$ cat src/logic/noc_settings.svh
`ifndef NOC_SETTINGS_SVH
`define NOC_SETTINGS_SVH

`default_nettype none

// Flit payload width
`define NOC_DATA_WIDTH 32

// Destination and source address width
`define NOC_ADDR_WIDTH 4

// Flits held by the staging buffer and by the receive buffer
`define NOC_MAX_PACKET 16

// Length field, wide enough to count past the receive storage
`define NOC_LEN_WIDTH 6

// Entries in the link FIFO
`define NOC_FIFO_DEPTH 4

`default_nettype wire

`endif

$ cat src/logic/noc_pkg.sv
`include "noc_settings.svh"

`default_nettype none

package noc_pkg;

    // One beat on the stream link
    // Data, end-of-packet flag, then the tdest and tid fields
    typedef struct packed {
        logic [`NOC_DATA_WIDTH-1:0] data;
        logic                       last;
        logic [`NOC_ADDR_WIDTH-1:0] dest;
        logic [`NOC_ADDR_WIDTH-1:0] src;
    } flit_t;

    // Summary of a completed packet as seen by the receiver
    typedef struct packed {
        // True flit count, saturates at the top of the field
        logic [`NOC_LEN_WIDTH-1:0]  len;
        logic [`NOC_ADDR_WIDTH-1:0] dest;
        logic [`NOC_ADDR_WIDTH-1:0] src;
        logic [`NOC_DATA_WIDTH-1:0] last_data;
        // Set when more flits arrived than the buffer holds
        logic                       truncated;
    } packet_info_t;

endpackage

`default_nettype wire

$ cat src/logic/axis_packet_sender.sv
`timescale 1ns/1ns
`include "noc_settings.svh"

`default_nettype none

module axis_packet_sender (
    input  logic                       clk,
    input  logic                       reset,

    // Host side, single-cycle strobes
    input  logic                       write_strobe,
    input  logic [`NOC_DATA_WIDTH-1:0] write_data,
    input  logic                       send_strobe,
    input  logic [`NOC_ADDR_WIDTH-1:0] send_dest,
    input  logic [`NOC_ADDR_WIDTH-1:0] send_src,
    output logic                       sender_busy,

    // Stream master
    output logic                       m_valid,
    output noc_pkg::flit_t             m_flit,
    input  logic                       m_ready
);
    import noc_pkg::*;

    localparam int IDX_W = $clog2(`NOC_MAX_PACKET);
    localparam logic [IDX_W:0] FULL_COUNT = (IDX_W + 1)'(`NOC_MAX_PACKET);

    logic [`NOC_DATA_WIDTH-1:0] stage_mem [`NOC_MAX_PACKET];
    logic [IDX_W:0]             word_count;
    logic [IDX_W-1:0]           send_index;
    logic                       busy;
    logic [`NOC_ADDR_WIDTH-1:0] dest_q;
    logic [`NOC_ADDR_WIDTH-1:0] src_q;
    logic                       last_flit;
    logic                       accept_write;
    logic                       accept_send;
    flit_t                      out_flit;

    // Host strobes only count while idle
    assign accept_write = write_strobe && !busy && (word_count != FULL_COUNT);
    assign accept_send  = send_strobe && !busy && (word_count != '0);

    assign last_flit = ({1'b0, send_index} == (word_count - 1'b1));

    always_ff @(posedge clk or posedge reset) begin
        if (reset) begin
            busy       <= 1'b0;
            word_count <= '0;
            send_index <= '0;
        end else if (busy) begin
            if (m_ready) begin
                if (last_flit) begin
                    // Packet gone, staging buffer starts empty again
                    busy       <= 1'b0;
                    word_count <= '0;
                end else begin
                    send_index <= send_index + 1'b1;
                end
            end
        end else begin
            if (accept_write) begin
                word_count <= word_count + 1'b1;
            end
            if (accept_send) begin
                busy       <= 1'b1;
                send_index <= '0;
            end
        end
    end

    // Staging words and the header latched at launch
    always_ff @(posedge clk) begin
        if (accept_write) begin
            stage_mem[word_count[IDX_W-1:0]] <= write_data;
        end
        if (accept_send) begin
            dest_q <= send_dest;
            src_q  <= send_src;
        end
    end

    // Current flit comes straight from the staging slot
    always_comb begin
        out_flit.data = stage_mem[send_index];
        out_flit.last = last_flit;
        out_flit.dest = dest_q;
        out_flit.src  = src_q;
    end

    assign m_flit      = out_flit;
    assign m_valid     = busy;
    assign sender_busy = busy;

endmodule

`default_nettype wire

$ cat src/logic/axis_link_fifo.sv
`timescale 1ns/1ns
`include "noc_settings.svh"

`default_nettype none

module axis_link_fifo (
    input  logic           clk,
    input  logic           reset,

    // Stream slave, from the sender
    input  logic           s_valid,
    input  noc_pkg::flit_t s_flit,
    output logic           s_ready,

    // Stream master, towards the receiver
    output logic           m_valid,
    output noc_pkg::flit_t m_flit,
    input  logic           m_ready
);
    import noc_pkg::*;

    localparam int PTR_W = $clog2(`NOC_FIFO_DEPTH);
    localparam logic [PTR_W-1:0] LAST_SLOT = PTR_W'(`NOC_FIFO_DEPTH - 1);
    localparam logic [PTR_W:0]   FULL_FILL = (PTR_W + 1)'(`NOC_FIFO_DEPTH);

    flit_t            fifo_mem [`NOC_FIFO_DEPTH];
    logic [PTR_W-1:0] wr_ptr;
    logic [PTR_W-1:0] rd_ptr;
    logic [PTR_W:0]   fill;
    logic             push;
    logic             pop;

    // Wraps at the depth, which need not be a power of two
    function automatic logic [PTR_W-1:0] ptr_step(input logic [PTR_W-1:0] ptr);
        if (ptr == LAST_SLOT) begin
            return '0;
        end
        return ptr + 1'b1;
    endfunction

    assign s_ready = (fill != FULL_FILL);
    assign m_valid = (fill != '0);
    assign m_flit  = fifo_mem[rd_ptr];

    assign push = s_valid && s_ready;
    assign pop  = m_valid && m_ready;

    always_ff @(posedge clk or posedge reset) begin
        if (reset) begin
            wr_ptr <= '0;
            rd_ptr <= '0;
            fill   <= '0;
        end else begin
            if (push) begin
                wr_ptr <= ptr_step(wr_ptr);
            end
            if (pop) begin
                rd_ptr <= ptr_step(rd_ptr);
            end
            // Simultaneous push and pop leaves the level alone
            case ({push, pop})
                2'b10:   fill <= fill + 1'b1;
                2'b01:   fill <= fill - 1'b1;
                default: fill <= fill;
            endcase
        end
    end

    always_ff @(posedge clk) begin
        if (push) begin
            fifo_mem[wr_ptr] <= s_flit;
        end
    end

endmodule

`default_nettype wire

$ cat src/logic/axis_packet_receiver.sv
`timescale 1ns/1ns
`include "noc_settings.svh"

`default_nettype none

module axis_packet_receiver (
    input  logic                                clk,
    input  logic                                reset,

    // Stream slave
    input  logic                                s_valid,
    input  noc_pkg::flit_t                      s_flit,
    output logic                                s_ready,

    // Host side
    input  logic                                release_strobe,
    input  logic [$clog2(`NOC_MAX_PACKET)-1:0]  read_index,
    output logic                                packet_received,
    output noc_pkg::packet_info_t               packet_info,
    output logic [`NOC_DATA_WIDTH-1:0]          read_data
);
    import noc_pkg::*;

    localparam int IDX_W = $clog2(`NOC_MAX_PACKET);
    localparam logic [`NOC_LEN_WIDTH-1:0] STORE_LIMIT = `NOC_LEN_WIDTH'(`NOC_MAX_PACKET);

    typedef enum logic [1:0] {
        IDLE,
        RECEIVE,
        HOLD
    } rx_state_t;

    rx_state_t                  state;
    logic [`NOC_DATA_WIDTH-1:0] rx_mem [`NOC_MAX_PACKET];
    logic [`NOC_LEN_WIDTH-1:0]  flit_count;
    logic [`NOC_LEN_WIDTH-1:0]  flit_num;
    logic [`NOC_LEN_WIDTH-1:0]  next_count;
    logic [`NOC_ADDR_WIDTH-1:0] rx_dest;
    logic [`NOC_ADDR_WIDTH-1:0] rx_src;
    logic [`NOC_ADDR_WIDTH-1:0] pkt_dest;
    logic [`NOC_ADDR_WIDTH-1:0] pkt_src;
    logic                       rx_accept;
    packet_info_t               info_q;

    // Stalls the link for as long as a packet is held
    assign s_ready   = (state != HOLD);
    assign rx_accept = s_valid && s_ready;

    // Position of the incoming flit within its packet
    assign flit_num   = (state == IDLE) ? '0 : flit_count;
    // Saturating, so a runaway packet still reads as long
    assign next_count = (&flit_num) ? flit_num : flit_num + 1'b1;

    // First flit carries the header straight through
    assign pkt_dest = (state == IDLE) ? s_flit.dest : rx_dest;
    assign pkt_src  = (state == IDLE) ? s_flit.src  : rx_src;

    always_ff @(posedge clk or posedge reset) begin
        if (reset) begin
            state           <= IDLE;
            flit_count      <= '0;
            packet_received <= 1'b0;
        end else begin
            packet_received <= 1'b0;
            case (state)
                IDLE, RECEIVE: begin
                    if (rx_accept) begin
                        flit_count <= next_count;
                        if (s_flit.last) begin
                            state           <= HOLD;
                            packet_received <= 1'b1;
                        end else begin
                            state <= RECEIVE;
                        end
                    end
                end
                HOLD: begin
                    if (release_strobe) begin
                        state <= IDLE;
                    end
                end
                default: state <= IDLE;
            endcase
        end
    end

    always_ff @(posedge clk) begin
        if (rx_accept) begin
            // Flits past storage are counted only
            if (flit_num < STORE_LIMIT) begin
                rx_mem[flit_num[IDX_W-1:0]] <= s_flit.data;
            end
            if (state == IDLE) begin
                rx_dest <= s_flit.dest;
                rx_src  <= s_flit.src;
            end
            if (s_flit.last) begin
                info_q.len       <= next_count;
                info_q.dest      <= pkt_dest;
                info_q.src       <= pkt_src;
                info_q.last_data <= s_flit.data;
                info_q.truncated <= (next_count > STORE_LIMIT);
            end
        end
    end

    assign packet_info = info_q;
    assign read_data   = rx_mem[read_index];

endmodule

`default_nettype wire

$ cat src/logic/noc_endpoint_top.sv
`timescale 1ns/1ns
`include "noc_settings.svh"

`default_nettype none

module noc_endpoint_top (
    input  logic                               clk,
    input  logic                               reset,

    // Sender host port
    input  logic                               write_strobe,
    input  logic [`NOC_DATA_WIDTH-1:0]         write_data,
    input  logic                               send_strobe,
    input  logic [`NOC_ADDR_WIDTH-1:0]         send_dest,
    input  logic [`NOC_ADDR_WIDTH-1:0]         send_src,
    output logic                               sender_busy,

    // Receiver host port
    input  logic                               release_strobe,
    input  logic [$clog2(`NOC_MAX_PACKET)-1:0] read_index,
    output logic                               packet_received,
    output noc_pkg::packet_info_t              packet_info,
    output logic [`NOC_DATA_WIDTH-1:0]         read_data
);
    import noc_pkg::*;

    // Sender to FIFO
    logic  tx_valid;
    logic  tx_ready;
    flit_t tx_flit;

    // FIFO to receiver
    logic  rx_valid;
    logic  rx_ready;
    flit_t rx_flit;

    axis_packet_sender i_sender (
        .clk          (clk),
        .reset        (reset),
        .write_strobe (write_strobe),
        .write_data   (write_data),
        .send_strobe  (send_strobe),
        .send_dest    (send_dest),
        .send_src     (send_src),
        .sender_busy  (sender_busy),
        .m_valid      (tx_valid),
        .m_flit       (tx_flit),
        .m_ready      (tx_ready)
    );

    axis_link_fifo i_link (
        .clk     (clk),
        .reset   (reset),
        .s_valid (tx_valid),
        .s_flit  (tx_flit),
        .s_ready (tx_ready),
        .m_valid (rx_valid),
        .m_flit  (rx_flit),
        .m_ready (rx_ready)
    );

    axis_packet_receiver i_receiver (
        .clk             (clk),
        .reset           (reset),
        .s_valid         (rx_valid),
        .s_flit          (rx_flit),
        .s_ready         (rx_ready),
        .release_strobe  (release_strobe),
        .read_index      (read_index),
        .packet_received (packet_received),
        .packet_info     (packet_info),
        .read_data       (read_data)
    );

endmodule

`default_nettype wire

$ cat config.mk
export PLATFORM = sky130hd
export DESIGN_NAME = noc_endpoint_top
export DESIGN_NICKNAME = d
export VERILOG_FILES = /design/src/logic/noc_pkg.sv /design/src/logic/axis_packet_sender.sv /design/src/logic/axis_link_fifo.sv /design/src/logic/axis_packet_receiver.sv /design/src/logic/noc_endpoint_top.sv
export VERILOG_INCLUDE_DIRS = /design/src /design/src/logic
export SDC_FILE = /design/constraint.sdc
export NUM_CORES = 1
export LEC_CHECK = 0
export ABC_CLOCK_PERIOD_IN_PS = 5400
export BUFFER_PORTS_ARGS = -buffer_cell sky130_fd_sc_hd__buf_2
export CORE_ASPECT_RATIO = 2
export CORE_MARGIN = 1
export CORE_UTILIZATION = 64
export CTS_BUF_LIST = sky130_fd_sc_hd__clkbuf_4 sky130_fd_sc_hd__clkbuf_8
export DETAILED_ROUTE_END_ITERATION = 10
export GPL_TIMING_DRIVEN = 0
export PLACE_DENSITY = 0.81
export SETUP_SLACK_MARGIN = 0.3
export SLEW_MARGIN = 0
export SYNTH_ARGS = -nofsm -noshare
export SYNTH_HDL_FRONTEND = slang
export SYNTH_SLANG_ARGS = --single-unit
$ cat constraint.sdc
create_clock -name clk -period 5.4 [get_ports clk]
set_clock_uncertainty 0.05 [all_clocks]
set_input_delay 1.08 -clock clk [delete_from_list [all_inputs] [get_ports clk]]
set_output_delay 1.08 -clock clk [all_outputs]
set_load 0.005 [all_outputs]
# Word level (Yosys, flattened, before mapping)
# Memory sizes are Yosys's and may differ from the RTL's.
# Cells that the tools add are included.
dict set report word_totals {
  regBits 89
  latchBits 0
  ram_bits 1188
  mem_bits_ro 0
  inputBits 49
  out_inout_bits 81
  word_cells 105
  mem_count 3
}
dict set report classes {
  n_addsub 8
  mul 0
  div 0
  n_lt_le_gt_ge 2
  n_eq_ne 15
  shifts 0
  muxes 39
  n_bitwise 0
  n_reduce_logical 20
}
# name depth width read_ports rd_clocked_by_memory_dff wr line
set memory_table {}
lappend memory_table {i_receiver.rx_mem 16 32 1 0 1 axis_packet_receiver.sv:34} ;# logic [`NOC_DATA_WIDTH-1:0] rx_mem [`NOC_MAX_PACKET];
lappend memory_table {i_sender.stage_mem 16 32 1 0 1 axis_packet_sender.sv:28} ;# logic [`NOC_DATA_WIDTH-1:0] stage_mem [`NOC_MAX_PACKET];
lappend memory_table {i_link.fifo_mem 4 41 1 0 1 axis_link_fifo.sv:26} ;# flit_t fifo_mem [`NOC_FIFO_DEPTH];
# op n
set op_table {}
lappend op_table {{2-to-1 mux 4 bit} 6}
lappend op_table {{2-to-1 mux 5 bit} 4}
lappend op_table {{2-to-1 mux 1 bit} 18}
lappend op_table {{2-to-1 mux 2 bit} 7}
lappend op_table {{2-to-1 mux 6 bit} 2}
lappend op_table {{inequality test 2 bit (second input constant)} 5}
lappend op_table {{== test 2 bit (second input constant)} 4}
lappend op_table {{adder 6 x 1 -> 6 bit (second input constant)} 1}
lappend op_table {{greater-than comparator 6 x 5 -> 1 bit (second input constant)} 1}
lappend op_table {{logical AND 1 bit} 6}
lappend op_table {{less-than comparator 6 x 5 -> 1 bit (second input constant)} 1}
lappend op_table {{one-hot mux 3 bit (2 select lines)} 1}
lappend op_table {{AND reduction 2 bit} 3}
lappend op_table {{AND reduction 3 bit} 2}
lappend op_table {{AND reduction 6 bit} 1}
lappend op_table {{nonzero test 2 bit} 3}
lappend op_table {{adder 5 x 1 -> 5 bit (second input constant)} 1}
lappend op_table {{== test 4 x 5 -> 1 bit} 1}
lappend op_table {{inequality test 5 bit (second input constant)} 1}
lappend op_table {{nonzero test 5 bit} 1}
lappend op_table {{subtractor 5 x 1 -> 5 bit (second input constant)} 1}
lappend op_table {{adder 2 x 1 -> 2 bit (second input constant)} 2}
lappend op_table {{adder 4 x 1 -> 4 bit (second input constant)} 1}
lappend op_table {{== test 2 x 1 -> 1 bit (second input constant)} 2}
lappend op_table {{other kinds (9)} 9}

# Logic depth before layout (Yosys ltp)
dict set report depth {
  ltp_word 6
  mapped_depth 11
  depth_no_buf 10
}

# Cells and area by module
# From an unflattened synthesis, not the netlist that was laid out.
dict set report unflattened {
  hier_cells 2030
  hier_area_um2 48137.4
}
# module instances cells_each area_per_inst_um2 seq_area_each_um2
set by_module_without_submodules {}
lappend by_module_without_submodules {axis_packet_receiver 1 960 21503.1 17251.5}
lappend by_module_without_submodules {axis_packet_sender 1 814 20268.2 15865.2}
lappend by_module_without_submodules {axis_link_fifo 1 256 6366.1 5099.9}

# Worst setup path before layout
# OpenSTA, ideal clock, no wires.
dict set report synth_path {
  kind {input to register}
  start {input write_strobe}
  end {memory i_sender.stage_mem[3][0] (netlist bit) (enable)}
  setup_ps 461
  t_arrival_ps 3957
  required_time_ps 4889
  slack_ps 932
  stages 4
  n_path_buf 0
  cell_sequence {inv_1 a311oi_4 nand2_1 nor3_1}
}
dict set report synth_via {
  elab_chain_len 4
}
# item line
set synth_lines {}
lappend synth_lines {{start, declared} noc_endpoint_top.sv:11} ;# input logic write_strobe,
lappend synth_lines {{logical AND 1 bit (2 in series)} axis_packet_sender.sv:40} ;# assign accept_write = write_strobe && !busy && (word_count != FULL_COUNT);
lappend synth_lines {{2-to-1 mux 1 bit} axis_packet_sender.sv:73} ;# if (accept_write) begin
lappend synth_lines {{2-to-1 mux 1 bit (implied by the code)} axis_packet_sender.sv:74} ;# stage_mem[word_count[IDX_W-1:0]] <= write_data;
lappend synth_lines {{end, declared} axis_packet_sender.sv:28}
# Every way passes these cells.

# Final worst setup path
dict set report layout_path {
  start {input read_index[1]}
  end {output read_data[30]}
}
dict set report layout_via {
  elab_chain_len 1
}
# item line
set layout_lines {}
lappend layout_lines {{start, declared} noc_endpoint_top.sv:20} ;# input logic [$clog2(`NOC_MAX_PACKET)-1:0] read_index,
lappend layout_lines {{memory (16 x 32 bit)} --}
lappend layout_lines {{end, declared} noc_endpoint_top.sv:23} ;# output logic [`NOC_DATA_WIDTH-1:0] read_data
# Every way passes these cells.

==> reports/summary.txt <==
Post-Route WL: 103000 um
Critical Path RT: 4270 ps
first-pass GRT wire length: 150000 um
static leakage power: 17.4 nW
pwr dens: 536 nW/um^2
CTS tree: yes
Crit path max-delay family: buffers and inverters
vias in the first global route: 23700
adder-cell share of the synthesized area: 0.432%
crit path DAT: 3470 ps
metal3 WL: 6780 um
Slowest Stage Delay on Critical Path: 800 ps
Area Overhead vs Synth: 12.4%
met2 WL post-DR: 59200 um
# DRC: 0
WHS: 388 ps
Most Frequent Cell on Critical Path: mux4_2
fmax: 217 MHz
Design Power: 29.0 mW
Overflow after GRT: 0
layout cells sized above 1: 36.8%
TritonCTS Buffers: 158
row count: 141
unrepaired setup endpoints after global routing: false
Cell Chain, Critical Path: clkbuf_1, buf_1, mux4_2, mux4_2, buf_2
final net count: 2345
type of the worst setup path: in2out
most frequent cells in the layout: 1251 x edfxtp_1, 361 x mux4_2, 167 x clkbuf_8
CP bufs+invs: 3
Final HPWL DP: 69200 um
outcome: finished, final reports clean
GRT Util Overall: 28.2%
antenna-violating nets left: 0
Final min period: 4600 ps
largest net degree at the start of global routing: 33
Distinct cells, synth: 43
Most used DFF post-synth: edfxtp_1
htree depth: 4
fin crit share: 85.2%
asr flop ratio synth: 2.04%
FF-to-FF path depth: 9
vias: 21800
count of final setup violators: 0
register area share after synthesis: 79.4%
1st-pass router iterations: 7
WL/cell: 30.9 um
Port Buffers: 126
post-CTS sizing: 0
Peak VDD IR: 0.322 mV
routed vias/inst: 6.53
peak fanout along the critical path: 10
top layer used by detailed routing: met5
number of synthesized flops with an enable pin: 1251
Min-Delay Path Depth: 1
I/O pin total: 130
flop and latch count out of synthesis: 1277
startpoint types: primary input
hold_buf cts: 0
# clock sinks: 1277
Simple-Gate Fraction of Synth Area: 1.24%
CTS Root Cell: clkbuf_8
XOR/XNOR Fraction of Synth Area: 0.218%
setup bufs post-CTS: 0
Final Wtd Congestion: 0.819
Synth Area in Compound Gates: 0.426%
die height: 390 um
core area: 74100 sq um
Max-cap violations: 0
Clk pin slew, worst setup/hold paths: 70 ps
Avg Inst Size Synth: 24.8 sq um
Max-slew headroom: 21.2%
Worst-Skew Late Latency: 820 ps
most common cell after layout, fill and taps aside: edfxtp_1
Worst Tran Pin Value: 1180 ps
post-synthesis cell count: 1944
WL met1: 32100 um
Mapped Area: 48100 sq um
Initial DRC Count: 1755
Final Hold Fails: 0
WP depth: 5
initial antenna violation count: 9
warnings from Yosys: 0
max-slew violation count: 0
hold crit path type: in2reg
Die Width: 196 um
multiplexer area fraction after synthesis: 17.2%
largest family of logic cells by synthesized area: multiplexers
die area: 76400 sq um
worst-case clock buffer depth: 3
Initial Utilization: 65.0%
fin util: 73.0%
syn nets: 2009
Crit. End Element: output pin
Crit-path slowest cell: buf_1
through the flow:
step / instances / TNS, ps / instance area [sq um] / setup WS (ps)
final: 3335 / 0 / 54100 / 801
after floorplan: 1944 / 0 / 48100 / 932
after global placement: 2999 / -285970 / 49900 / -2000
after CTS: 3332 / 0 / 54100 / 754
after global routing: 3333 / 0 / 54100 / 759
after detailed placement: 3049 / 0 / 50900 / 760
cells by family after synthesis:
| group | after synthesis |
|---|---|
| AO/OA/AOI/OAI | 27 |
| XOR/XNOR | 12 |
| adder cells (fa/ha/maj) | 16 |
| buffers and inverters | 113 |
| flip-flops | 1277 |
| multiplexers | 373 |
| AND/OR/NAND/NOR | 126 |
layer usage:
layer | vias up | GRT usage [%]
met2 | 1048 | 53.0
met5 | - | 0
met3 | 306 | 5.12
li1 | 8995 | -
met1 | 11400 | 30.1
met4 | 10 | 13.9
state kept, by name, summed over array words and instances (netlist names):
name / flops
i_sender.send_index: 4
i_sender.stage_mem: 512
i_receiver.rx_src: 4
i_receiver.state: 2
i_link.fifo_mem: 164
i_link.wr_ptr: 2
i_receiver.flit_count: 6
i_sender.dest_q: 4
i_receiver.packet_info: 47
i_sender.word_count: 5
i_sender.src_q: 4
i_sender.m_valid: 1
i_receiver.rx_mem: 512
i_link.fill: 3
i_receiver.packet_received: 1
i_link.rd_ptr: 2
i_receiver.rx_dest: 4
path summary, 6_finish.rpt:
check / to / slack [ps] / from
setup / recovery: read_data[30] / 800 / read_index[1]
hold / removal: i_sender.dest_q[3]$_DFFE_PP_ / 390 / send_dest[3]
setup reg to reg: i_sender.stage_mem[0][12]$_DFFE_PP_ / 1990 / i_sender.word_count[0]$_DFFE_PP0P_
hold reg to reg: i_link.fill[2]$_DFFE_PP0P_ / 460 / i_link.fill[2]$_DFFE_PP0P_
max in group asynchronous: i_link.rd_ptr[1]$_DFFE_PP0N_ / 4130 / reset
min in group asynchronous: i_sender.m_valid$_DFF_PP0_ / 490 / reset
power breakdown:
part	switching [mW]	internal, mW	leakage, nW	total [mW]
logic	4.59	2.84	4.08	7.43
registers	0.478	14.3	11.7	14.7
clock network	3.35	3.49	1.65	6.84
total	8.42	20.6	17.4	29.0
cells in the mapped netlist (3+ instances only):
| master | number | area [sq um] |
|---|---|---|
| a21oi_1 | 5 | 25.0 |
| nor2_1 | 30 | 113 |
| xor2_1 | 8 | 70.1 |
| dfrtp_1 | 26 | 651 |
| mux4_2 | 361 | 8130 |
| buf_1 | 13 | 48.8 |
| nand2b_1 | 6 | 37.5 |
| clkbuf_1 | 37 | 139 |
| xnor2_1 | 4 | 35.0 |
| buf_6 | 9 | 101 |
| and2_1 | 21 | 131 |
| inv_1 | 19 | 71.3 |
| and3_1 | 3 | 18.8 |
| mux2_2 | 8 | 90.1 |
| ha_1 | 15 | 188 |
| edfxtp_1 | 1251 | 37600 |
| buf_2 | 34 | 170 |
| nor3_1 | 10 | 50.1 |
| nor2b_1 | 3 | 18.8 |
| o21ai_0 | 6 | 30.0 |
| mux2i_1 | 4 | 40.0 |
| nand2_1 | 39 | 146 |
| nand3_1 | 7 | 35.0 |
worst register-to-register path, stage by stage, from the launching register on:
cell and delay [ps]:
dfrtp_1 510, inv_1 140, ha_1 210, buf_2 170
a311oi_4 450, nand2_1 340, nor3_2 550, buf_4 330
buf_8 190, buf_6 170
layout make-up:
class / instances / area [sq um]
clock inverters: 70 / 508
well taps: 929 / 1160
multi-input cells: 554 / 9530
plain buffers: 94 / 467
clock buffers: 213 / 2640
fillers: 3943 / 20000
inverters: 19 / 71.3
diodes: 3 / 7.51
repair buffers: 176 / 1480
flip-flops and latches: 1277 / 38200
(Power assumes the default switching activity.)
